<file path="src/hdl/endpoint_pkg.sv">
package endpoint_pkg;

    // Cache geometry.
    localparam int cache_words = 128;
    localparam int cache_aw = 7;

    localparam int bus_aw = 14;
    localparam int node_w = 4;
    localparam int len_w = 4;

    // Header word fields. Bits above the source id are user data.
    localparam int hdr_len_lsb = 0;
    localparam int hdr_src_lsb = 4;

    // Bus address map in byte addresses.
    localparam logic [bus_aw-1:0] start_reg_base = 14'h0000;
    localparam logic [bus_aw-1:0] tx_send_addr = 14'h1004;
    localparam logic [bus_aw-1:0] tx_cache_base = 14'h2000;
    localparam logic [bus_aw-1:0] rx_cache_base = 14'h3000;
    localparam logic [bus_aw-1:0] req_fifo_addr = 14'h3400;

    // Requestor FIFO record layout.
    localparam int rec_w = node_w + len_w + cache_aw;
    localparam int rec_addr_lsb = 0;
    localparam int rec_len_lsb = cache_aw;
    localparam int rec_src_lsb = cache_aw + len_w;

    typedef enum logic {BUS, FSM} owner_e;

    typedef enum logic [1:0] {TX_IDLE, TX_LOAD, TX_REQ, TX_WAIT_ACK_LOW} tx_state_e;

    typedef enum logic [1:0] {RX_IDLE, RX_ACK, RX_WAIT_REQ_LOW, RX_PUSH} rx_state_e;

endpackage

</file>
<file path="src/hdl/rx_fsm.sv">
`timescale 1ns/100ps

module rx_fsm (
    input  logic                              clk,
    input  logic                              n_rst,
    input  logic                              rx_req,
    input  logic [31:0]                       rx_data,
    input  logic                              cache_stall,
    input  logic                              fifo_full,
    output logic                              rx_ack,
    output logic                              cache_wen,
    output logic [endpoint_pkg::cache_aw-1:0] cache_addr,
    output logic [31:0]                       cache_wdata,
    output logic                              push,
    output logic [endpoint_pkg::rec_w-1:0]    record
);
    import endpoint_pkg::*;

    rx_state_e state;
    logic [cache_aw-1:0] wr_ptr;
    logic expect_hdr;
    logic [len_w-1:0] words_left;
    logic [node_w-1:0] rec_src;
    logic [len_w-1:0] rec_len;
    logic [cache_aw-1:0] rec_addr;

    assign cache_wen = (state == RX_ACK);
    assign cache_addr = wr_ptr;
    assign cache_wdata = rx_data;
    assign push = (state == RX_PUSH);

    always_comb begin
        record = '0;
        record[rec_src_lsb +: node_w] = rec_src;
        record[rec_len_lsb +: len_w] = rec_len;
        record[rec_addr_lsb +: cache_aw] = rec_addr;
    end

    always_ff @(posedge clk, negedge n_rst) begin
        if (!n_rst) begin
            state <= RX_IDLE;
            rx_ack <= 1'b0;
            wr_ptr <= '0;
            expect_hdr <= 1'b1;
            words_left <= '0;
        end else begin
            case (state)
                RX_IDLE: begin
                    // No new header while the FIFO is full.
                    if (rx_req && !(expect_hdr && fifo_full)) begin
                        state <= RX_ACK;
                    end
                end
                RX_ACK: begin
                    if (!cache_stall) begin
                        rx_ack <= 1'b1;
                        wr_ptr <= wr_ptr + 1'b1;
                        expect_hdr <= 1'b0;
                        if (expect_hdr) begin
                            words_left <= rx_data[hdr_len_lsb +: len_w];
                        end else begin
                            words_left <= words_left - 1'b1;
                        end
                        state <= RX_WAIT_REQ_LOW;
                    end
                end
                RX_WAIT_REQ_LOW: begin
                    if (!rx_req) begin
                        rx_ack <= 1'b0;
                        if (words_left == '0) begin
                            expect_hdr <= 1'b1;
                            state <= RX_PUSH;
                        end else begin
                            state <= RX_IDLE;
                        end
                    end
                end
                RX_PUSH: state <= RX_IDLE;
                default: state <= RX_IDLE;
            endcase
        end
    end

    // Record fields captured from the header.
    always_ff @(posedge clk) begin
        if (state == RX_ACK && !cache_stall && expect_hdr) begin
            rec_src <= rx_data[hdr_src_lsb +: node_w];
            rec_len <= rx_data[hdr_len_lsb +: len_w];
            rec_addr <= wr_ptr;
        end
    end

endmodule

</file>
<file path="config.mk">
export PLATFORM = sky130hd
export DESIGN_NAME = rx_fsm
export DESIGN_NICKNAME = d
export VERILOG_FILES = /design/src/hdl/endpoint_pkg.sv /design/src/hdl/rx_fsm.sv
export SDC_FILE = /design/constraint.sdc
export NUM_CORES = 1
export LEC_CHECK = 0
export BUFFER_PORTS_ARGS = -buffer_cell sky130_fd_sc_hd__buf_4
export CORE_MARGIN = 5
export CORE_UTILIZATION = 40
export CTS_CLUSTER_SIZE = 16
export DETAILED_ROUTE_END_ITERATION = 10
export MAX_ROUTING_LAYER = met4
export PLACE_DENSITY_LB_ADDON = 0.12
export SLEW_MARGIN = 5
export SYNTH_ARGS = -nofsm -noshare
export SYNTH_HDL_FRONTEND = slang
export SYNTH_SLANG_ARGS = --single-unit
</file>
<file path="constraint.sdc">
create_clock -name clk -period 5.3 [get_ports clk]
set_input_delay 0.795 -clock clk [delete_from_list [all_inputs] [get_ports clk]]
set_output_delay 0.795 -clock clk [all_outputs]
set_load 0.01 [all_outputs]
</file>
==> impl_results.md <==
- Share of layout cells above drive strength 1: 39.7%
- Slew @ Worst Pin: around 1100 ps
- Ys async rst share: around half
- # clock sinks: 30
- FF-to-FF setup slack: 2900 ps
- MaxCap Viol Count: 0
- Post-synthesis mux area share: less than 1%
- CTS tree: built
- Simple-gate share of the synthesized area: 10.7%
- Port bufs: 45
- Hold Path Class: primary input to async pin
- Most used routing layer: met2
- Synth Instances: 122
- Die width: 70.3 µm
- Final setup violation count: 0
- Total wire length: 2680 µm
- RSZ-0062 raised after global routing: no
- Root buffer cell: clkbuf_4
- Pwr Total: 783 µW
- Die Height: 70.3 µm
- N_diodes: 0
- Nets: 179
- Fin area: 1680 µm²
- Global route overflow: 0
- Adder-cell share of the synthesized area: 1.72%
- First-pass GRT wire length: 4570 µm
- Yosys cell types: 30
- IO Pins: 94
- Post_cts resized: 0
- DRC errors left: 0
- Leakage: 0.723 nW
- Avg Vias per Cell: approximately 4.8
- Setup CP Type: primary input to flop
- P per Cell Area: 467 nW/µm²
- Rows: 21
- Post-Route Utilization: just under 50%
- Placed Cells: 179
- Latest clock arrival within the worst-skew pair: 320 ps
- WP data required: 5230 ps
- Clock period minus worst slack: 2460 ps
- Max Buffers Root-to-Sink: 2
- Initial Util: 42.5%
- Initial antenna violation count: 0
- Ys Warns: 0
- Non-filler cells, final: 187
- Number of global-route vias before repair: 902
- Tcrit/Tclk final: between 40% and 50%
- Post-DP Area: 1590 µm²
- Crit-path cells: buf_4 -> or3b_1 -> nor2_1
- Largest cells by area after synthesis: edfxtp_1 31%, dfrtp_1 24%, buf_4 17%
- Cell taking the most area after synthesis: edfxtp_1
- Worst-path clk slew: 90 ps
- Largest family of logic cells by synthesized area: buffers and inverters
- Final setup skew: 8.73 ps
- Synth top area share: 31.0%
- Cell Area, Synth: 1450 µm²
- Total global-route track usage: 11.9%
- Pin count of the biggest net entering global routing: 16
- Reg-to-reg startpoint: state[1]
- Net Count, Synth: 161
- #FFs+latches synth: 30
- Final Slew Violations: 0
- R2r worst-path depth: 2
- Buf/Inv on CP: 1
- Critical path's largest stage delay: 930 ps
- Final ANT Viol Nets: 0
- Final Hold Vio Count: 0
- Starting DRT DRC Count: 27
- Seq/Total Area, Yosys: 56.9%
- Post-DP HPWL: 2120 µm
- Area grow syn2layout: 15.5%
- Synth Flop Type: edfxtp_1
- Setup bufs post-CTS: 0
- CTS Hold Buffers Added: 0
- Crit. End Element: flop
- Core area: 3420 µm²
- Mean Syn Cell Area: roughly 12 µm²
- Final weighted congestion in routability-driven placement: between 0.7 and 0.8
- CP max-delay cell: nor2_1
- Number of CTS-inserted buffers: 5
- CP Data Arrival Time: between 2000 and 2500 ps
- Wire per inst: 14.3 µm
- Final setup TNS: 0 ps
- Reg-to-Reg End: rec_src[0]
- Met1 usage: 12.4%
- Grt met2 use: ~17%
- Fillcell total: between 300 and 400
- Critical path's top delay family: simple AND/OR/NAND/NOR gates
- Post-synth EDFFs: 15
- Crit start category: primary input
- DRT Pass-1 Iters: 4
- Slew margin rel.: 23.1%
- Fmax: 407 MHz
- Vias: 889
- Status: finished, final reports clean
- Htree depth: 2
- Worst-path fanout max: 15
- Synth Area in XOR/XNOR: 3.62%
- Met3 GRT Util: 8.03%
- Compound-Gate Fraction of Synth Area: 7.49%
- Die ar.: between 4000 and 5000 µm²
- Worst VDD drop: 0.000289 V
[worst max-delay path by stage]
stage,startpoint,endpoint,slack [ps],depth (start not counted)
floorplan,cache_stall,rec_addr[0],2940,3
global placement,cache_stall,rec_addr[6],2490,3
detailed placement,cache_stall,rec_addr[6],2480,3
CTS,cache_stall,rec_src[0],2820,3
global route,state[1],rec_len[2],2710,2
finish,cache_stall,rec_src[0],2840,3
[worst register-to-register path, delay by kind of cell, from the launching register on]
family	cells	cell delay (ps)
flip-flops	1	490
AND/OR/NAND/NOR	2	1520
[Yosys cell counts, types with 3 or more instances]
master and instances:
nand2_1 6, nor2b_1 3, inv_1 5, edfxtp_1 15
o21ai_0 5, a21oi_1 3, nand4_1 4, buf_4 32
dfrtp_1 14, xnor2_1 6, nor2_1 6
[logic make-up (layout without fill, tap and decap cells)]
family / after synthesis / in the layout
buffers and inverters: 39 / 58
flip-flops: 30 / 30
AND/OR/NAND/NOR: 27 / 27
AO/OA/AOI/OAI: 17 / 17
XOR/XNOR: 6 / 6
adder cells (fa/ha/maj): 2 / 2
multiplexers: 1 / 1
[per-layer routing]
metal | share of wire [%] | vias to the layer above
li1 | - | 423
met1 | 37 | 395
met2 | 46 | 51
met3 | 14 | 20
met4 | 3.3 | 0
met5 | 0 | -
[per-stage QoR]
step,hold slack (ps),setup WS [ps]
final,315,2840
after floorplan,474,2940
after global placement,505,2490
after detailed placement,506,2480
after CTS,304,2820
after global routing,301,2710
[registers in the layout, indices dropped and copies added, names as in the netlist]
signal,count
cache_addr,7
expect_hdr,1
rec_addr,7
rec_len,4
rec_src,4
rx_ack,1
state,2
words_left,4
[where the power goes]
group	internal, mW	total (mW)	switching (mW)
combinational	0.124	0.233	0.108
sequential	0.301	0.367	0.0657
clock	0.113	0.184	0.0715
total	0.538	0.783	0.245
[layout make-up]
cell class | instances | area, µm² | area share [%]
sequential | 30 | 827 | 49.3
multi-input combinational | 53 | 352 | 21.0
timing repair buffer | 45 | 338 | 20.1
tap | 46 | 57.6 | 3.43
clock buffer | 7 | 55.1 | 3.28
clock inverter | 1 | 30.0 | 1.79
inverter | 5 | 18.8 | 1.12
[placed cells by master (no fill, tap or decap), drive strengths merged]
cell    Yosys  final
nor3b       3      3
buf        33     45
nor2b       3      3
a31oi       1      1
mux2i       1      1
edfxtp     15     15
or3b        1      1
bufinv      0      1
o21a        2      2
nor2        6      6
o31a        1      1
inv         5      5
o22a        1      1
and2        1      1
nand4       4      4
and3        1      1
dfstp       1      1
a211oi      1      1
ha          2      2
nand2       6      6
o21ai       8      8
clkbuf      1      7
dfrtp      14     14
nor3        1      1
nand2b      1      1
xnor2       6      6
a21oi       3      3
Power figures use the tool's default switching activity.
