File: src/hdl/endpoint_pkg.sv
package endpoint_pkg;

    // Cache geometry.
    localparam int cache_words = 128;
    localparam int cache_aw = 7;

    localparam int bus_aw = 14;
    localparam int node_w = 4;
    localparam int len_w = 4;

    // Header word fields. Bits above the source id are user data.
    localparam int hdr_len_lsb = 0;
    localparam int hdr_src_lsb = 4;

    // Bus address map in byte addresses.
    localparam logic [bus_aw-1:0] start_reg_base = 14'h0000;
    localparam logic [bus_aw-1:0] tx_send_addr = 14'h1004;
    localparam logic [bus_aw-1:0] tx_cache_base = 14'h2000;
    localparam logic [bus_aw-1:0] rx_cache_base = 14'h3000;
    localparam logic [bus_aw-1:0] req_fifo_addr = 14'h3400;

    // Requestor FIFO record layout.
    localparam int rec_w = node_w + len_w + cache_aw;
    localparam int rec_addr_lsb = 0;
    localparam int rec_len_lsb = cache_aw;
    localparam int rec_src_lsb = cache_aw + len_w;

    typedef enum logic {BUS, FSM} owner_e;

    typedef enum logic [1:0] {TX_IDLE, TX_LOAD, TX_REQ, TX_WAIT_ACK_LOW} tx_state_e;

    typedef enum logic [1:0] {RX_IDLE, RX_ACK, RX_WAIT_REQ_LOW, RX_PUSH} rx_state_e;

endpackage

File: src/hdl/req_fifo.sv
`timescale 1ns/100ps

module req_fifo #(
    parameter int DEPTH = 4
) (
    input  logic                           clk,
    input  logic                           n_rst,
    input  logic                           push,
    input  logic [endpoint_pkg::rec_w-1:0] record,
    input  logic                           pop,
    output logic [endpoint_pkg::rec_w-1:0] head,
    output logic                           full,
    output logic                           packet_recv
);
    import endpoint_pkg::*;

    localparam int ptr_w = (DEPTH > 1) ? $clog2(DEPTH) : 1;
    localparam int cnt_w = $clog2(DEPTH + 1);

    logic [rec_w-1:0] mem [DEPTH];
    logic [ptr_w-1:0] rd_ptr;
    logic [ptr_w-1:0] wr_ptr;
    logic [cnt_w-1:0] count;
    logic empty;
    logic do_push;
    logic do_pop;

    function automatic logic [ptr_w-1:0] ptr_inc(input logic [ptr_w-1:0] p);
        return (p == ptr_w'(DEPTH - 1)) ? '0 : p + 1'b1;
    endfunction

    assign empty = (count == '0);
    assign full = (count == cnt_w'(DEPTH));
    assign do_pop = pop && !empty;
    assign do_push = push && (!full || do_pop);
    assign head = empty ? '0 : mem[rd_ptr];
    assign packet_recv = !empty;

    always_ff @(posedge clk, negedge n_rst) begin
        if (!n_rst) begin
            rd_ptr <= '0;
            wr_ptr <= '0;
            count <= '0;
        end else begin
            if (do_push) begin
                wr_ptr <= ptr_inc(wr_ptr);
            end
            if (do_pop) begin
                rd_ptr <= ptr_inc(rd_ptr);
            end
            case ({do_push, do_pop})
                2'b10: count <= count + 1'b1;
                2'b01: count <= count - 1'b1;
                default: count <= count;
            endcase
        end
    end

    always_ff @(posedge clk) begin
        if (do_push) begin
            mem[wr_ptr] <= record;
        end
    end

endmodule

File: config.mk
export PLATFORM = sky130hd
export DESIGN_NAME = req_fifo
export DESIGN_NICKNAME = d
export VERILOG_FILES = /design/src/hdl/endpoint_pkg.sv /design/src/hdl/req_fifo.sv
export SDC_FILE = /design/constraint.sdc
export NUM_CORES = 1
export LEC_CHECK = 0
export CAP_MARGIN = 10
export CORE_MARGIN = 2
export CORE_UTILIZATION = 50
export CTS_CLUSTER_DIAMETER = 150
export CTS_CLUSTER_SIZE = 14
export DETAILED_ROUTE_END_ITERATION = 8
export DONT_BUFFER_PORTS = 1
export PLACE_DENSITY_LB_ADDON = 0.05
export SLEW_MARGIN = 20
export SYNTH_ARGS = -nofsm -noshare
export SYNTH_HDL_FRONTEND = slang
export SYNTH_SLANG_ARGS = --single-unit
File: constraint.sdc
create_clock -name clk -period 2.25 [get_ports clk]
set_input_delay 0 -clock clk [delete_from_list [all_inputs] [get_ports clk]]
set_output_delay 0 -clock clk [all_outputs]
set_load 0.02 [all_outputs]
==> metrics.txt <==
Crit path required time=2220 ps; worst hold path class=in -> reg; overall routed net length=4615 um; max cap viols=0; Static Leak=1.120 nW; clock slew at reported path FFs=70 ps; fill cell count=429; reg-to-reg critical path startpoint=count[2]$_DFFE_PN0P_; final setup fails=0; Slew Limit Fails=0; power per standard cell area=1316 nW/um^2; reg2reg end=mem[1][8]$_DFFE_PP_; outcome=completed; count of antenna diodes in the layout=0; number of nets still failing antenna checks after routing=0; Die Outline Area=6231 um^2; Final Net Count=198; clock insertion delay at the later pin of the skew report=330 ps; final period demand of the worst path=1909 ps; slowest cell delay on critical path=470 ps; CP Data Arrival Time=1880 ps; drt first-iter violations=91; number of vias after detailed routing=1354; TritonCTS clock tree=built; RSZ-0062 raised after global routing=no; area used by sequential logic in the layout=1977 um^2; wire length of the first global-routing pass=7334 um; Non-Filler Instances=250; count of buffers from port buffering=0; routed vias/inst=5.416; clk_skew=8.722 ps; part of the Yosys area used for sequential elements=0.7041; CP Class=reg -> reg; critical path endpoint=mem[1][8]$_DFFE_PP_; Post-CTS Repair Setup Buffers=0; placed cell count=215; Post-Syn Area=2808 um^2; estimated wirelength of the detail-placed design=2870 um; Cell Chain, Critical Path=or3b_1, o21a_4, and2_1; buffer depth of the longest clock path=2; relative slew slack=0.4786; timing-limited maximum frequency=523.8 MHz; clock root buffer master=sky130_fd_sc_hd__clkbuf_8; nets in the synthesized netlist=175; post-synthesis sequential element count=67; effective utilization at floorplan=0.5130; Horiz. Die Dim=78.94 um; clock tree sinks=67; number of instances resized during post-cts repair=0; number of global-route vias before repair=1412; GRT overflow=0; number of warnings printed during yosys synthesis=0; CP startpoint=count[2]$_DFFE_PN0P_; transition at the pin with the smallest max-transition slack=782.2 ps; detailed-route DRC error count=0; Setup TNS=0 ps; die height=78.94 um; cell with the biggest individual delay on the critical path=sky130_fd_sc_hd__dfrtp_1; setup slack, reg-to-reg=340 ps; ports placed on the boundary=36; Core Region=5473 um^2; row count=27; final hold violation count=0; endpoint kind of the worst setup timing path=flop; average wire length per cell after detail routing=18.46 um; aggregate global-route resource usage=0.1672; gate count of the mapped netlist=150; maximum net fanout on the critical path=15; Post-Route Hold Slack=19.99 ps; Post-CTS Hold Buffers=19; Clock H-tree levels=3; maximum number of pins on one net before global-route repair=19; startpoint type of the worst setup path=flop; part of the cycle the worst path needs=0.8486; number of buffers inserted during clock tree synthesis=9; router iterations before antenna repair=4; Post-Synthesis Mean Instance Area=18.72 um^2; count of cells along the worst register-to-register path=3; count of unique library cells instantiated by Yosys=33; global placer's final weighted congestion=0.7944; initial antenna violation count=0; area used by multi-input combinational logic=764.5 um^2; VDD IR max=0.7469 mV; proportion of layout cells with a drive suffix above 1=0.2135; Synth-to-Final Area Change=15.69%
[cell type report]
class,instances,share of cell area
clock inverters,6,0.02003
well taps,72,0.02773
multi-input cells,69,0.2354
repair buffers,21,0.06317
inverters,5,0.005778
flip-flops and latches,67,0.6086
clock buffers,10,0.03929
[metal layers]
layer  share of wire  track usage  vias to the layer above
met3           0.051      0.05682                        6
met1            0.43       0.2074                      694
met4           0.014      0.08448                        0
met5               0            0                        -
met2            0.50       0.2641                       32
li1                -            -                      622
[cell families after synthesis]
logic type               count (synthesis)  share of synthesized area
AO/OA/AOI/OAI                           10                    0.02897
XOR/XNOR                                 2                   0.006240
AND/OR/NAND/NOR                         31                    0.06507
multiplexers                            20                     0.1426
flip-flops                              67                     0.7041
adder cells (fa/ha/maj)                  6                    0.02941
buffers and inverters                   14                    0.02362
[how the worst min path moves through the flow]
stage | from | endpoint | cells after the start | slack, ps
after floorplan | n_rst | count[0]$_DFFE_PN0P_ | 0 | -300
after global placement | n_rst | count[1]$_DFFE_PN0P_ | 0 | -300
after detailed placement | n_rst | count[1]$_DFFE_PN0P_ | 0 | -300
after CTS | push | count[1]$_DFFE_PN0P_ | 3 | 4
after global routing | push | count[1]$_DFFE_PN0P_ | 3 | 6
final | push | count[1]$_DFFE_PN0P_ | 3 | 20
[power by group]
| part | internal [W] | switching, W |
|---|---|---|
| logic | 0.000637 | 0.000843 |
| clock network | 0.000513 | 0.000444 |
| registers | 0.00166 | 0.000177 |
| total | 0.00281 | 0.00146 |
[synth_stat cells]
library cell / number / area (um^2)
sky130_fd_sc_hd__fa_1: 1 / 20.02
sky130_fd_sc_hd__edfxtp_1: 60 / 1802
sky130_fd_sc_hd__nor2_1: 4 / 15.01
sky130_fd_sc_hd__a31oi_1: 1 / 6.260
sky130_fd_sc_hd__a22oi_1: 1 / 7.510
sky130_fd_sc_hd__inv_1: 5 / 18.77
sky130_fd_sc_hd__nand2_1: 2 / 7.510
sky130_fd_sc_hd__a221oi_1: 1 / 8.760
sky130_fd_sc_hd__or3_1: 1 / 6.260
sky130_fd_sc_hd__nand2b_1: 1 / 6.260
sky130_fd_sc_hd__o21a_4: 1 / 15.01
sky130_fd_sc_hd__mux2_2: 2 / 22.52
sky130_fd_sc_hd__buf_6: 1 / 11.26
sky130_fd_sc_hd__mux2i_1: 1 / 10.01
sky130_fd_sc_hd__ha_1: 5 / 62.56
sky130_fd_sc_hd__mux2_4: 2 / 30.03
sky130_fd_sc_hd__buf_4: 1 / 7.510
sky130_fd_sc_hd__o21bai_1: 2 / 15.01
sky130_fd_sc_hd__mux4_2: 15 / 337.8
sky130_fd_sc_hd__nand3b_1: 1 / 7.510
sky130_fd_sc_hd__and2_1: 19 / 118.9
sky130_fd_sc_hd__xor2_1: 1 / 8.760
sky130_fd_sc_hd__buf_2: 2 / 10.01
sky130_fd_sc_hd__or2_2: 1 / 6.260
sky130_fd_sc_hd__o21a_1: 1 / 7.510
sky130_fd_sc_hd__o211ai_1: 1 / 7.510
sky130_fd_sc_hd__clkbuf_1: 5 / 18.77
sky130_fd_sc_hd__nor2b_1: 1 / 6.260
sky130_fd_sc_hd__a21oi_1: 1 / 5.000
sky130_fd_sc_hd__xnor2_1: 1 / 8.760
sky130_fd_sc_hd__or3b_1: 1 / 8.760
sky130_fd_sc_hd__dfrtp_1: 7 / 175.2
sky130_fd_sc_hd__o311ai_0: 1 / 8.760
[flip-flops by register name, summed over array words and instances, names as in the netlist]
register,cells
count,3
mem,60
rd_ptr,2
wr_ptr,2
[cell usage in the layout (no fill, tap or decap), drive strengths merged, types with 2 or more instances in the layout]
master	instances
mux2	4
edfxtp	60
dlygate4sd3	19
buf	2
and2	19
mux4	15
o21bai	2
nor2	4
ha	5
dfrtp	7
clkinv	3
inv	6
o21a	2
nand2	2
clkbuf	10
[through the flow]
stage	setup slack, ps	util	area, um^2	total power [W]
after floorplan	43.14	-	2808	0.003077
after global placement	399.0	0.5235	2865	0.003273
after detailed placement	324.5	0.5235	2865	0.003332
after CTS	306.9	0.5935	3248	0.004337
after global routing	250.1	0.5935	3248	0.004529
final	340.7	0.5935	3248	0.004274
[worst max-delay path, delay by kind of cell (launching register included)]
| family | cells | cell delay, ps |
|---|---|---|
| AOI/OAI and AO/OA | 1 | 240 |
| and+or+nand+nor | 2 | 840 |
| DFF | 1 | 470 |
Note: power is estimated with default switching activity, not from simulation.
