## config.mk

```make
export PLATFORM = sky130hd
export DESIGN_NAME = tx_fsm
export DESIGN_NICKNAME = d
export VERILOG_FILES = /design/src/hdl/endpoint_pkg.sv /design/src/hdl/tx_fsm.sv
export SDC_FILE = /design/constraint.sdc
export NUM_CORES = 1
export LEC_CHECK = 0
export BUFFER_PORTS_ARGS = -buffer_cell sky130_fd_sc_hd__buf_4
export CORE_MARGIN = 2
export CORE_UTILIZATION = 42
export DETAILED_ROUTE_END_ITERATION = 10
export HOLD_SLACK_MARGIN = 0.15
export PLACE_DENSITY = 0.84
export REMOVE_ABC_BUFFERS = 1
export SLEW_MARGIN = 10
export SYNTH_ARGS = -nofsm -noshare
export SYNTH_HDL_FRONTEND = slang
export SYNTH_SLANG_ARGS = --single-unit
```

## constraint.sdc

```tcl
create_clock -name clk -period 6.06 [get_ports clk]
set_input_delay 0 -clock clk [delete_from_list [all_inputs] [get_ports clk]]
set_output_delay 0 -clock clk [all_outputs]
set_load 0.01 [all_outputs]
```

## src/hdl/endpoint_pkg.sv

```systemverilog
package endpoint_pkg;

    // Cache geometry.
    localparam int cache_words = 128;
    localparam int cache_aw = 7;

    localparam int bus_aw = 14;
    localparam int node_w = 4;
    localparam int len_w = 4;

    // Header word fields. Bits above the source id are user data.
    localparam int hdr_len_lsb = 0;
    localparam int hdr_src_lsb = 4;

    // Bus address map in byte addresses.
    localparam logic [bus_aw-1:0] start_reg_base = 14'h0000;
    localparam logic [bus_aw-1:0] tx_send_addr = 14'h1004;
    localparam logic [bus_aw-1:0] tx_cache_base = 14'h2000;
    localparam logic [bus_aw-1:0] rx_cache_base = 14'h3000;
    localparam logic [bus_aw-1:0] req_fifo_addr = 14'h3400;

    // Requestor FIFO record layout.
    localparam int rec_w = node_w + len_w + cache_aw;
    localparam int rec_addr_lsb = 0;
    localparam int rec_len_lsb = cache_aw;
    localparam int rec_src_lsb = cache_aw + len_w;

    typedef enum logic {BUS, FSM} owner_e;

    typedef enum logic [1:0] {TX_IDLE, TX_LOAD, TX_REQ, TX_WAIT_ACK_LOW} tx_state_e;

    typedef enum logic [1:0] {RX_IDLE, RX_ACK, RX_WAIT_REQ_LOW, RX_PUSH} rx_state_e;

endpackage

```

## src/hdl/tx_fsm.sv

```systemverilog
`timescale 1ns/100ps

module tx_fsm #(
    parameter int NUM_MSGS = 4
) (
    input  logic                                            clk,
    input  logic                                            n_rst,
    input  logic [endpoint_pkg::node_w-1:0]                 node_id,
    input  logic [NUM_MSGS-1:0]                             trigger_send,
    input  logic [NUM_MSGS-1:0][endpoint_pkg::cache_aw-1:0] start_addr,
    input  logic [31:0]                                     cache_rdata,
    input  logic                                            cache_stall,
    input  logic                                            tx_ack,
    output logic                                            cache_ren,
    output logic [endpoint_pkg::cache_aw-1:0]               cache_addr,
    output logic                                            tx_req,
    output logic [31:0]                                     tx_data
);
    import endpoint_pkg::*;

    localparam int idx_w = (NUM_MSGS > 1) ? $clog2(NUM_MSGS) : 1;

    tx_state_e state;
    logic [NUM_MSGS-1:0] pending;
    logic [NUM_MSGS-1:0] done_mask;
    logic [idx_w-1:0] next_idx;
    logic [idx_w-1:0] cur_idx;
    logic [cache_aw-1:0] rd_addr;
    logic [len_w-1:0] words_left;
    logic first_word;
    logic [31:0] hdr_word;
    logic last_done;

    // Lowest pending message wins.
    always_comb begin
        next_idx = '0;
        for (int i = NUM_MSGS - 1; i >= 0; i--) begin
            if (pending[i]) begin
                next_idx = idx_w'(i);
            end
        end
    end

    always_comb begin
        hdr_word = cache_rdata;
        hdr_word[hdr_src_lsb +: node_w] = node_id;
    end

    assign cache_ren = (state == TX_LOAD);
    assign cache_addr = rd_addr;
    assign last_done = (state == TX_WAIT_ACK_LOW) && !tx_ack && (words_left == '0);

    always_comb begin
        done_mask = '0;
        done_mask[cur_idx] = last_done;
    end

    always_ff @(posedge clk, negedge n_rst) begin
        if (!n_rst) begin
            pending <= '0;
        end else begin
            pending <= (pending & ~done_mask) | trigger_send;
        end
    end

    always_ff @(posedge clk, negedge n_rst) begin
        if (!n_rst) begin
            state <= TX_IDLE;
            tx_req <= 1'b0;
            cur_idx <= '0;
            rd_addr <= '0;
            words_left <= '0;
            first_word <= 1'b0;
        end else begin
            case (state)
                TX_IDLE: begin
                    if (|pending) begin
                        cur_idx <= next_idx;
                        rd_addr <= start_addr[next_idx];
                        first_word <= 1'b1;
                        state <= TX_LOAD;
                    end
                end
                TX_LOAD: begin
                    if (!cache_stall) begin
                        first_word <= 1'b0;
                        if (first_word) begin
                            words_left <= cache_rdata[hdr_len_lsb +: len_w];
                        end else begin
                            words_left <= words_left - 1'b1;
                        end
                        tx_req <= 1'b1;
                        state <= TX_REQ;
                    end
                end
                TX_REQ: begin
                    if (tx_ack) begin
                        tx_req <= 1'b0;
                        state <= TX_WAIT_ACK_LOW;
                    end
                end
                TX_WAIT_ACK_LOW: begin
                    if (last_done) begin
                        state <= TX_IDLE;
                    end else if (!tx_ack) begin
                        rd_addr <= rd_addr + 1'b1;
                        state <= TX_LOAD;
                    end
                end
                default: state <= TX_IDLE;
            endcase
        end
    end

    // Data only changes while req is low.
    always_ff @(posedge clk) begin
        if (state == TX_LOAD && !cache_stall) begin
            tx_data <= first_word ? hdr_word : cache_rdata;
        end
    end

endmodule

```

==> results.md, run 1 <==
* Placed Cells at between 300 and 400
* # diodes at 0
* Worst path cell trace: inv_1, ha_1, nand2b_1, nor2_1, o2111ai_1, dlygate4sd3_1, o221ai_1
* Max-cap violation count at 0
* Slowest Stage Delay on Critical Path at about 600 ps
* First-pass GRT wire length at approximately 12000 um
* Post-CTS Resized at 0
* Die area at ~6600 um2
* Die Y at ~81 um
* Detailed-route vias per instance at around 5.4
* Crit Path Class: flip-flop to flip-flop
* Post-Route WL at about 7500 um
* Clk_lat worst skew at ~300 ps
* Post-synthesis sequential area ratio at 59.10%
* # H-tree levels at 2
* Placer congestion estimate at roughly 0.85
* Hold/Removal Path Class: input port to flip-flop
* Status: finished clean
* Max Clk Rate at roughly 420 MHz
* TNS Setup at 0 ps
* Mapped Avg Cell Area at roughly 12 um2
* Placed Area at between 3000 and 4000 um2
* Clock Path Buffers at 2
* Hold Fails Final Rpt at 0
* Crit start category: flip-flop
* Met1 usage at between 20% and 30%
* Design Area, Final at 4044 um2
* Slew @ Worst Pin at 961.3 ps
* Vias in the first global route at 2393
* Slew HR at ~36%
* Initial core utilization at a little over two fifths
* Post-DP HPWL at just under 5000 um
* Slew Viols, Final at 0
* WL/cell at ~17 um
* CTS tree: done
* IO Pins at around 110
* Reg clk slew, reported paths at ~100 ps
* Total CTS buffers at 5
* Initial antenna violation count at 0
* Syn Std Cell Area at about 2500 um2
* Remaining global-route overflow at 0
* WP data required at 6280 ps
* Final Util at 69.12%
* Synth unique cells at 44
* Unrepaired setup endpoints after global routing: false
* Post-route insts no fill at approximately 450
* Crit path arrival time at approximately 2600 ps
* Layout cells sized above 1 at ~34%
* Tmin final at around 2400 ps
* Vias at around 2.4k
* Syn. warnings at 0
* Final #Nets at 457
* PortBufs at 112
* GRT Total Usage at a little under a quarter
* Final setup viols at 0
* Core area at 5851 um2
* Busiest grt layer: met2
* Worst path slowest cell: dlygate4sd3_1
* Pwr Density at around 340 nW/um2
* Final critical-path share of the clock period at 39.20%
* Flops & latches, synth at between 50 and 60
* Power, Total at around 1400 uW
* Rows at 28
* Root buffer cell: clkbuf_8
* First-pass DRT Iterations at 4
* Die width at about 81 um
* Postcts setup bufs at 0
* Largest net degree at the start of global routing at 38
* DRC at 0
* Clk_skew at around 8.8 ps
* Mapped Cells at ~210
* Worst Setup End Kind: flip-flop
* Worst vdd ir at ~0.00015 V
* Met3 usage at around 4.8%
* Area growth, synth to finish at 60.80%
* CP max FO at 15
* GRT met2 Usage at between 40% and 50%
* Lkg Pwr at ~0.0017 uW
* Final ANT Viol Nets at 0
* Clk sinks at 53
* Initial DRC count at approximately 110
==> synth_stat cells <==
| library cell | instances | area share [%] |
|---|---|---|
| a21oi_1 | 8 | 1.6 |
| o2111a_1 | 1 | 0.45 |
| and2b_1 | 1 | 0.30 |
| or3_1 | 1 | 0.25 |
| nor3b_1 | 4 | 1.2 |
| nand2_1 | 13 | 1.9 |
| o41ai_1 | 2 | 0.70 |
| clkbuf_2 | 1 | 0.20 |
| o221ai_1 | 6 | 2.1 |
| o21ai_0 | 16 | 3.2 |
| a22o_1 | 1 | 0.35 |
| ha_1 | 7 | 3.5 |
| o21ai_1 | 1 | 0.20 |
| or2_2 | 1 | 0.25 |
| nor2b_1 | 4 | 0.99 |
| o22ai_1 | 3 | 0.75 |
| o31ai_1 | 1 | 0.30 |
| a31oi_1 | 2 | 0.50 |
| edfxtp_1 | 32 | 38 |
| a221oi_1 | 1 | 0.35 |
| dfrtp_1 | 21 | 21 |
| nand3_1 | 7 | 1.4 |
| a22oi_1 | 3 | 0.90 |
| nand3b_1 | 2 | 0.60 |
| nor2_1 | 7 | 1.0 |
| o2111ai_1 | 2 | 0.70 |
| clkbuf_1 | 3 | 0.45 |
| mux2i_1 | 1 | 0.40 |
| a221o_1 | 3 | 1.2 |
| nand2b_1 | 13 | 3.2 |
| o22a_1 | 1 | 0.35 |
| nor4_4 | 1 | 0.85 |
| nor3_1 | 3 | 0.60 |
| inv_1 | 15 | 2.2 |
| buf_2 | 3 | 0.60 |
| nor4_1 | 1 | 0.25 |
| a211o_1 | 2 | 0.70 |
| a2111oi_0 | 2 | 0.70 |
| and2_1 | 4 | 0.99 |
| a211oi_2 | 1 | 0.50 |
| mux2_2 | 5 | 2.2 |
| a211oi_1 | 1 | 0.30 |
| a21o_1 | 4 | 1.2 |
| o221a_2 | 1 | 0.45 |
==> final cells by class <==
class                   instances  area [um2]
fillers                       415        1807
flip-flops and latches         53        1486
repair buffers                166        1379
multi-input cells             137       940.9
well taps                      75       93.84
clock buffers                   6       72.57
inverters                      15       56.30
clock inverters                 2       15.01
==> sequential cells by signal (all words and copies together), names as in the netlist <==
| register | flops |
|---|---|
| tx_data | 32 |
| cache_addr | 7 |
| pending | 4 |
| words_left | 4 |
| cur_idx | 2 |
| state | 2 |
| first_word | 1 |
| tx_req | 1 |
==> worst max-delay path: cells and delay by family (launching register included) <==
| family | cells | cell delay (ps) |
|---|---|---|
| AND/OR/NAND/NOR | 2 | 450 |
| flip-flops | 1 | 420 |
| adder cells (fa/ha/maj) | 1 | 470 |
| AO/OA/AOI/OAI | 2 | 230 |
| buffers and inverters | 2 | 720 |
==> layout by cell type (no fill, tap or decap), types with 8 or more instances in the layout <==
cell and n:
a21oi_1 8, buf_4 113, dfrtp_1 21, dlygate4sd3_1 53, edfxtp_1 32, inv_1 15, nand2_1 13, nand2b_1 13
o21ai_0 16
==> stage by stage <==
stage	setup slack, ps	hold WS (ps)
detailed placement	3955	-105.2
CTS	3705	163.3
global placement	4090	-101.7
finish	3685	154.0
floorplan	4002	-295.6
global route	3546	160.5
==> cell families after synthesis <==
kind of cell,Yosys count,synth area share [%]
flip-flops,53,59.10
multiplexers,6,2.637
AO/OA/AOI/OAI,62,17.41
buffers and inverters,22,3.482
adder cells (fa/ha/maj),7,3.482
AND/OR/NAND/NOR,62,13.88
==> power by group <==
part           switching, uW  total (uW)  internal [uW]
sequential              86.9         585            498
combinational            296         585            289
clock                    115         197           81.6
==> repair_timing <==
item	CTS	global route
hold endpoints to repair	69	0
endpoints found under the setup margin	0	0
hold buffers	53	0
==> routing by layer <==
layer | vias up | share of wire, %
met4 | 0 | 1.4
met3 | 12 | 8.9
met5 | - | 0
met1 | 1159 | 38
met2 | 131 | 51
li1 | 1128 | -
==> worst paths after layout <==
| path | start | end | slack (ps) | depth (start not counted) |
|---|---|---|---|---|
| max in group asynchronous | n_rst | pending[0] | 4550 | 3 |
| min | start_addr[0] | cache_addr[0] | 150 | 3 |
| max reg2reg | state[0] | cache_addr[4] | 3680 | 7 |
| max | state[0] | cache_addr[4] | 3680 | 7 |
| min reg2reg | tx_req | tx_req | 540 | 1 |
| min in group asynchronous | n_rst | cache_addr[6] | 930 | 3 |
No activity file was read; power rests on OpenSTA's default activity.
==> run 2: changes to the inputs <==
- clock period: 6.06 -> 2.2 ns (I/O delays scaled with it)
==> results.md, run 2 (synthesized netlist as in run 1, its figures left out) <==
* Initial DRC count at 154
* Layout cells sized above 1 at 34.99%
* Status: finished clean
* Vias at 2378
* Seq. cell area at roughly 1500 um2
* Initial core utilization at between 40% and 50%
* Crit start category: flip-flop
* Final #Nets at around 460
* # H-tree levels at 2
* IO Pins at between 100 and 150
* GRT Total Usage at ~23%
* Power, Total at slightly below 4000 uW
* # diodes at 0
* Lkg Pwr at roughly 0.0018 uW
* Max reg flops at 32
* Clk_lat worst skew at ~300 ps
* TNS Setup at 0 ps
* CTS tree: done
* Filler Cells Inserted at between 400 and 500
* Design Area, Final at 4129 um2
* Rows at 28
* Clk sinks at 53
* Most flop-heavy register: tx_data
* Final setup viols at 0
* Total CTS buffers at 5
* Pwr Density at roughly 950 nW/um2
* Final ANT Viol Nets at 0
* Die area at approximately 6600 um2
* Crit Path Class: flip-flop to flip-flop
* Reg clk slew, reported paths at about 90 ps
* First-pass DRT Iterations at 4
* Unrepaired setup endpoints after global routing: false
* Slew Viols, Final at 0
* Vias in the first global route at ~2.4k
* Worst vdd ir at about 0.00046 V
* Remaining global-route overflow at 0
* Max-cap violation count at 0
* Initial antenna violation count at 0
* Worst hold slack at 174.6 ps
* PortBufs at roughly 110
* Root buffer cell: clkbuf_8
* Clk_skew at about 5.2 ps
* Area growth, synth to finish at 64.18%
* Core area at ~5900 um2
* Slew HR at 36.29%
* First-pass GRT wire length at about 11000 um
* Worst Setup End Kind: flip-flop
* Hold Fails Final Rpt at 0
* Tmin final at just over 2000 ps
* Multi-input gate area at approximately 950 um2
* Placed Area at around 3500 um2
* WP data required at ~2400 ps
* Crit path arrival time at 2250 ps
* WL/cell at ~16 um
* CP max FO at 14
* Detailed-route vias per instance at around 5.2
* Die Y at approximately 81 um
* Clock Path Buffers at 2
* Post-Route WL at 7463 um
* Hold/Removal Path Class: input port to flip-flop
* Largest net degree at the start of global routing at 30
* Slew @ Worst Pin at ~950 ps
* Final Util at between 70% and 80%
* Most frequent cells in the layout: buf_4 (115), dlygate4sd3_1 (54), edfxtp_1 (32)
* Post-DP HPWL at slightly above 5000 um
* Die width at between 80 and 90 um
* Final critical-path share of the clock period at approximately 92%
* Placer congestion estimate at a little under 0.9
* Max Clk Rate at a little under 500 MHz
* Commonest non-fill, non-tap cell in the layout: buf_4
* DRC at 0
[run 2: cell types whose count changed in the layout (fill, tap and decap cells not counted), sizes merged]
cell | before | now
buf | 113 | 116
bufinv | 0 | 1
clkinvlp | 2 | 1
dlygate4sd3 | 53 | 54
[run 2: power by group]
| part | switching (uW) | internal [uW] |
|---|---|---|
| sequential | 229 | 1370 |
| combinational | 834 | 827 |
| clock | 309 | 370 |
[run 2: layout make-up]
cell class,instances,share of cell area (%)
Timing Repair Buffer,170,34.48
Tap cell,75,2.273
Multi-Input combinational cell,137,22.97
Inverter,15,1.364
Clock buffer,6,2.000
Sequential cell,53,36.00
Clock inverter,2,0.9091
[run 2: critical path: stages, from the launching register on]
cell and delay [ps]:
dfrtp_1 410, buf_4 210, nor3_1 70, nor2_1 330, o221ai_1 180, dlygate4sd3_1 600, a31oi_1 160
[run 2: final timing paths]
check	to	slack (ps)	startpoint	cells after the start
setup / recovery	cache_addr[1]	180	pending[2]	6
hold / removal	cache_addr[0]	170	start_addr[0]	3
setup reg to reg	cache_addr[1]	180	pending[2]	6
hold reg to reg	words_left[0]	540	words_left[0]	2
max in group asynchronous	cache_addr[0]	680	n_rst	3
min in group asynchronous	words_left[3]	940	n_rst	3
[run 2: stage by stage]
step | setup WS, ps | std cells
after floorplan | 142.4 | 205
after global placement | 384.1 | 396
after detailed placement | 221.1 | 396
after CTS | 178.1 | 458
after global routing | 4.377 | 458
final | 177.3 | 458
[run 2: metal layers]
metal	GRT usage, %	vias up	share of wire [%]
li1	-	1138	-
met1	25.20	1100	39
met2	41.56	122	51
met3	5.111	18	8.5
met4	8.305	0	2.0
met5	0	-	0
[run 2: timing repair]
| action | in CTS | in global routing |
|---|---|---|
| setup buffers | 0 | 0 |
| hold endpoints to repair | 69 | 0 |
| resized for setup | 0 | 1 |
| hold buffers | 54 | 0 |
| setup endpoints to repair | 0 | 1 |
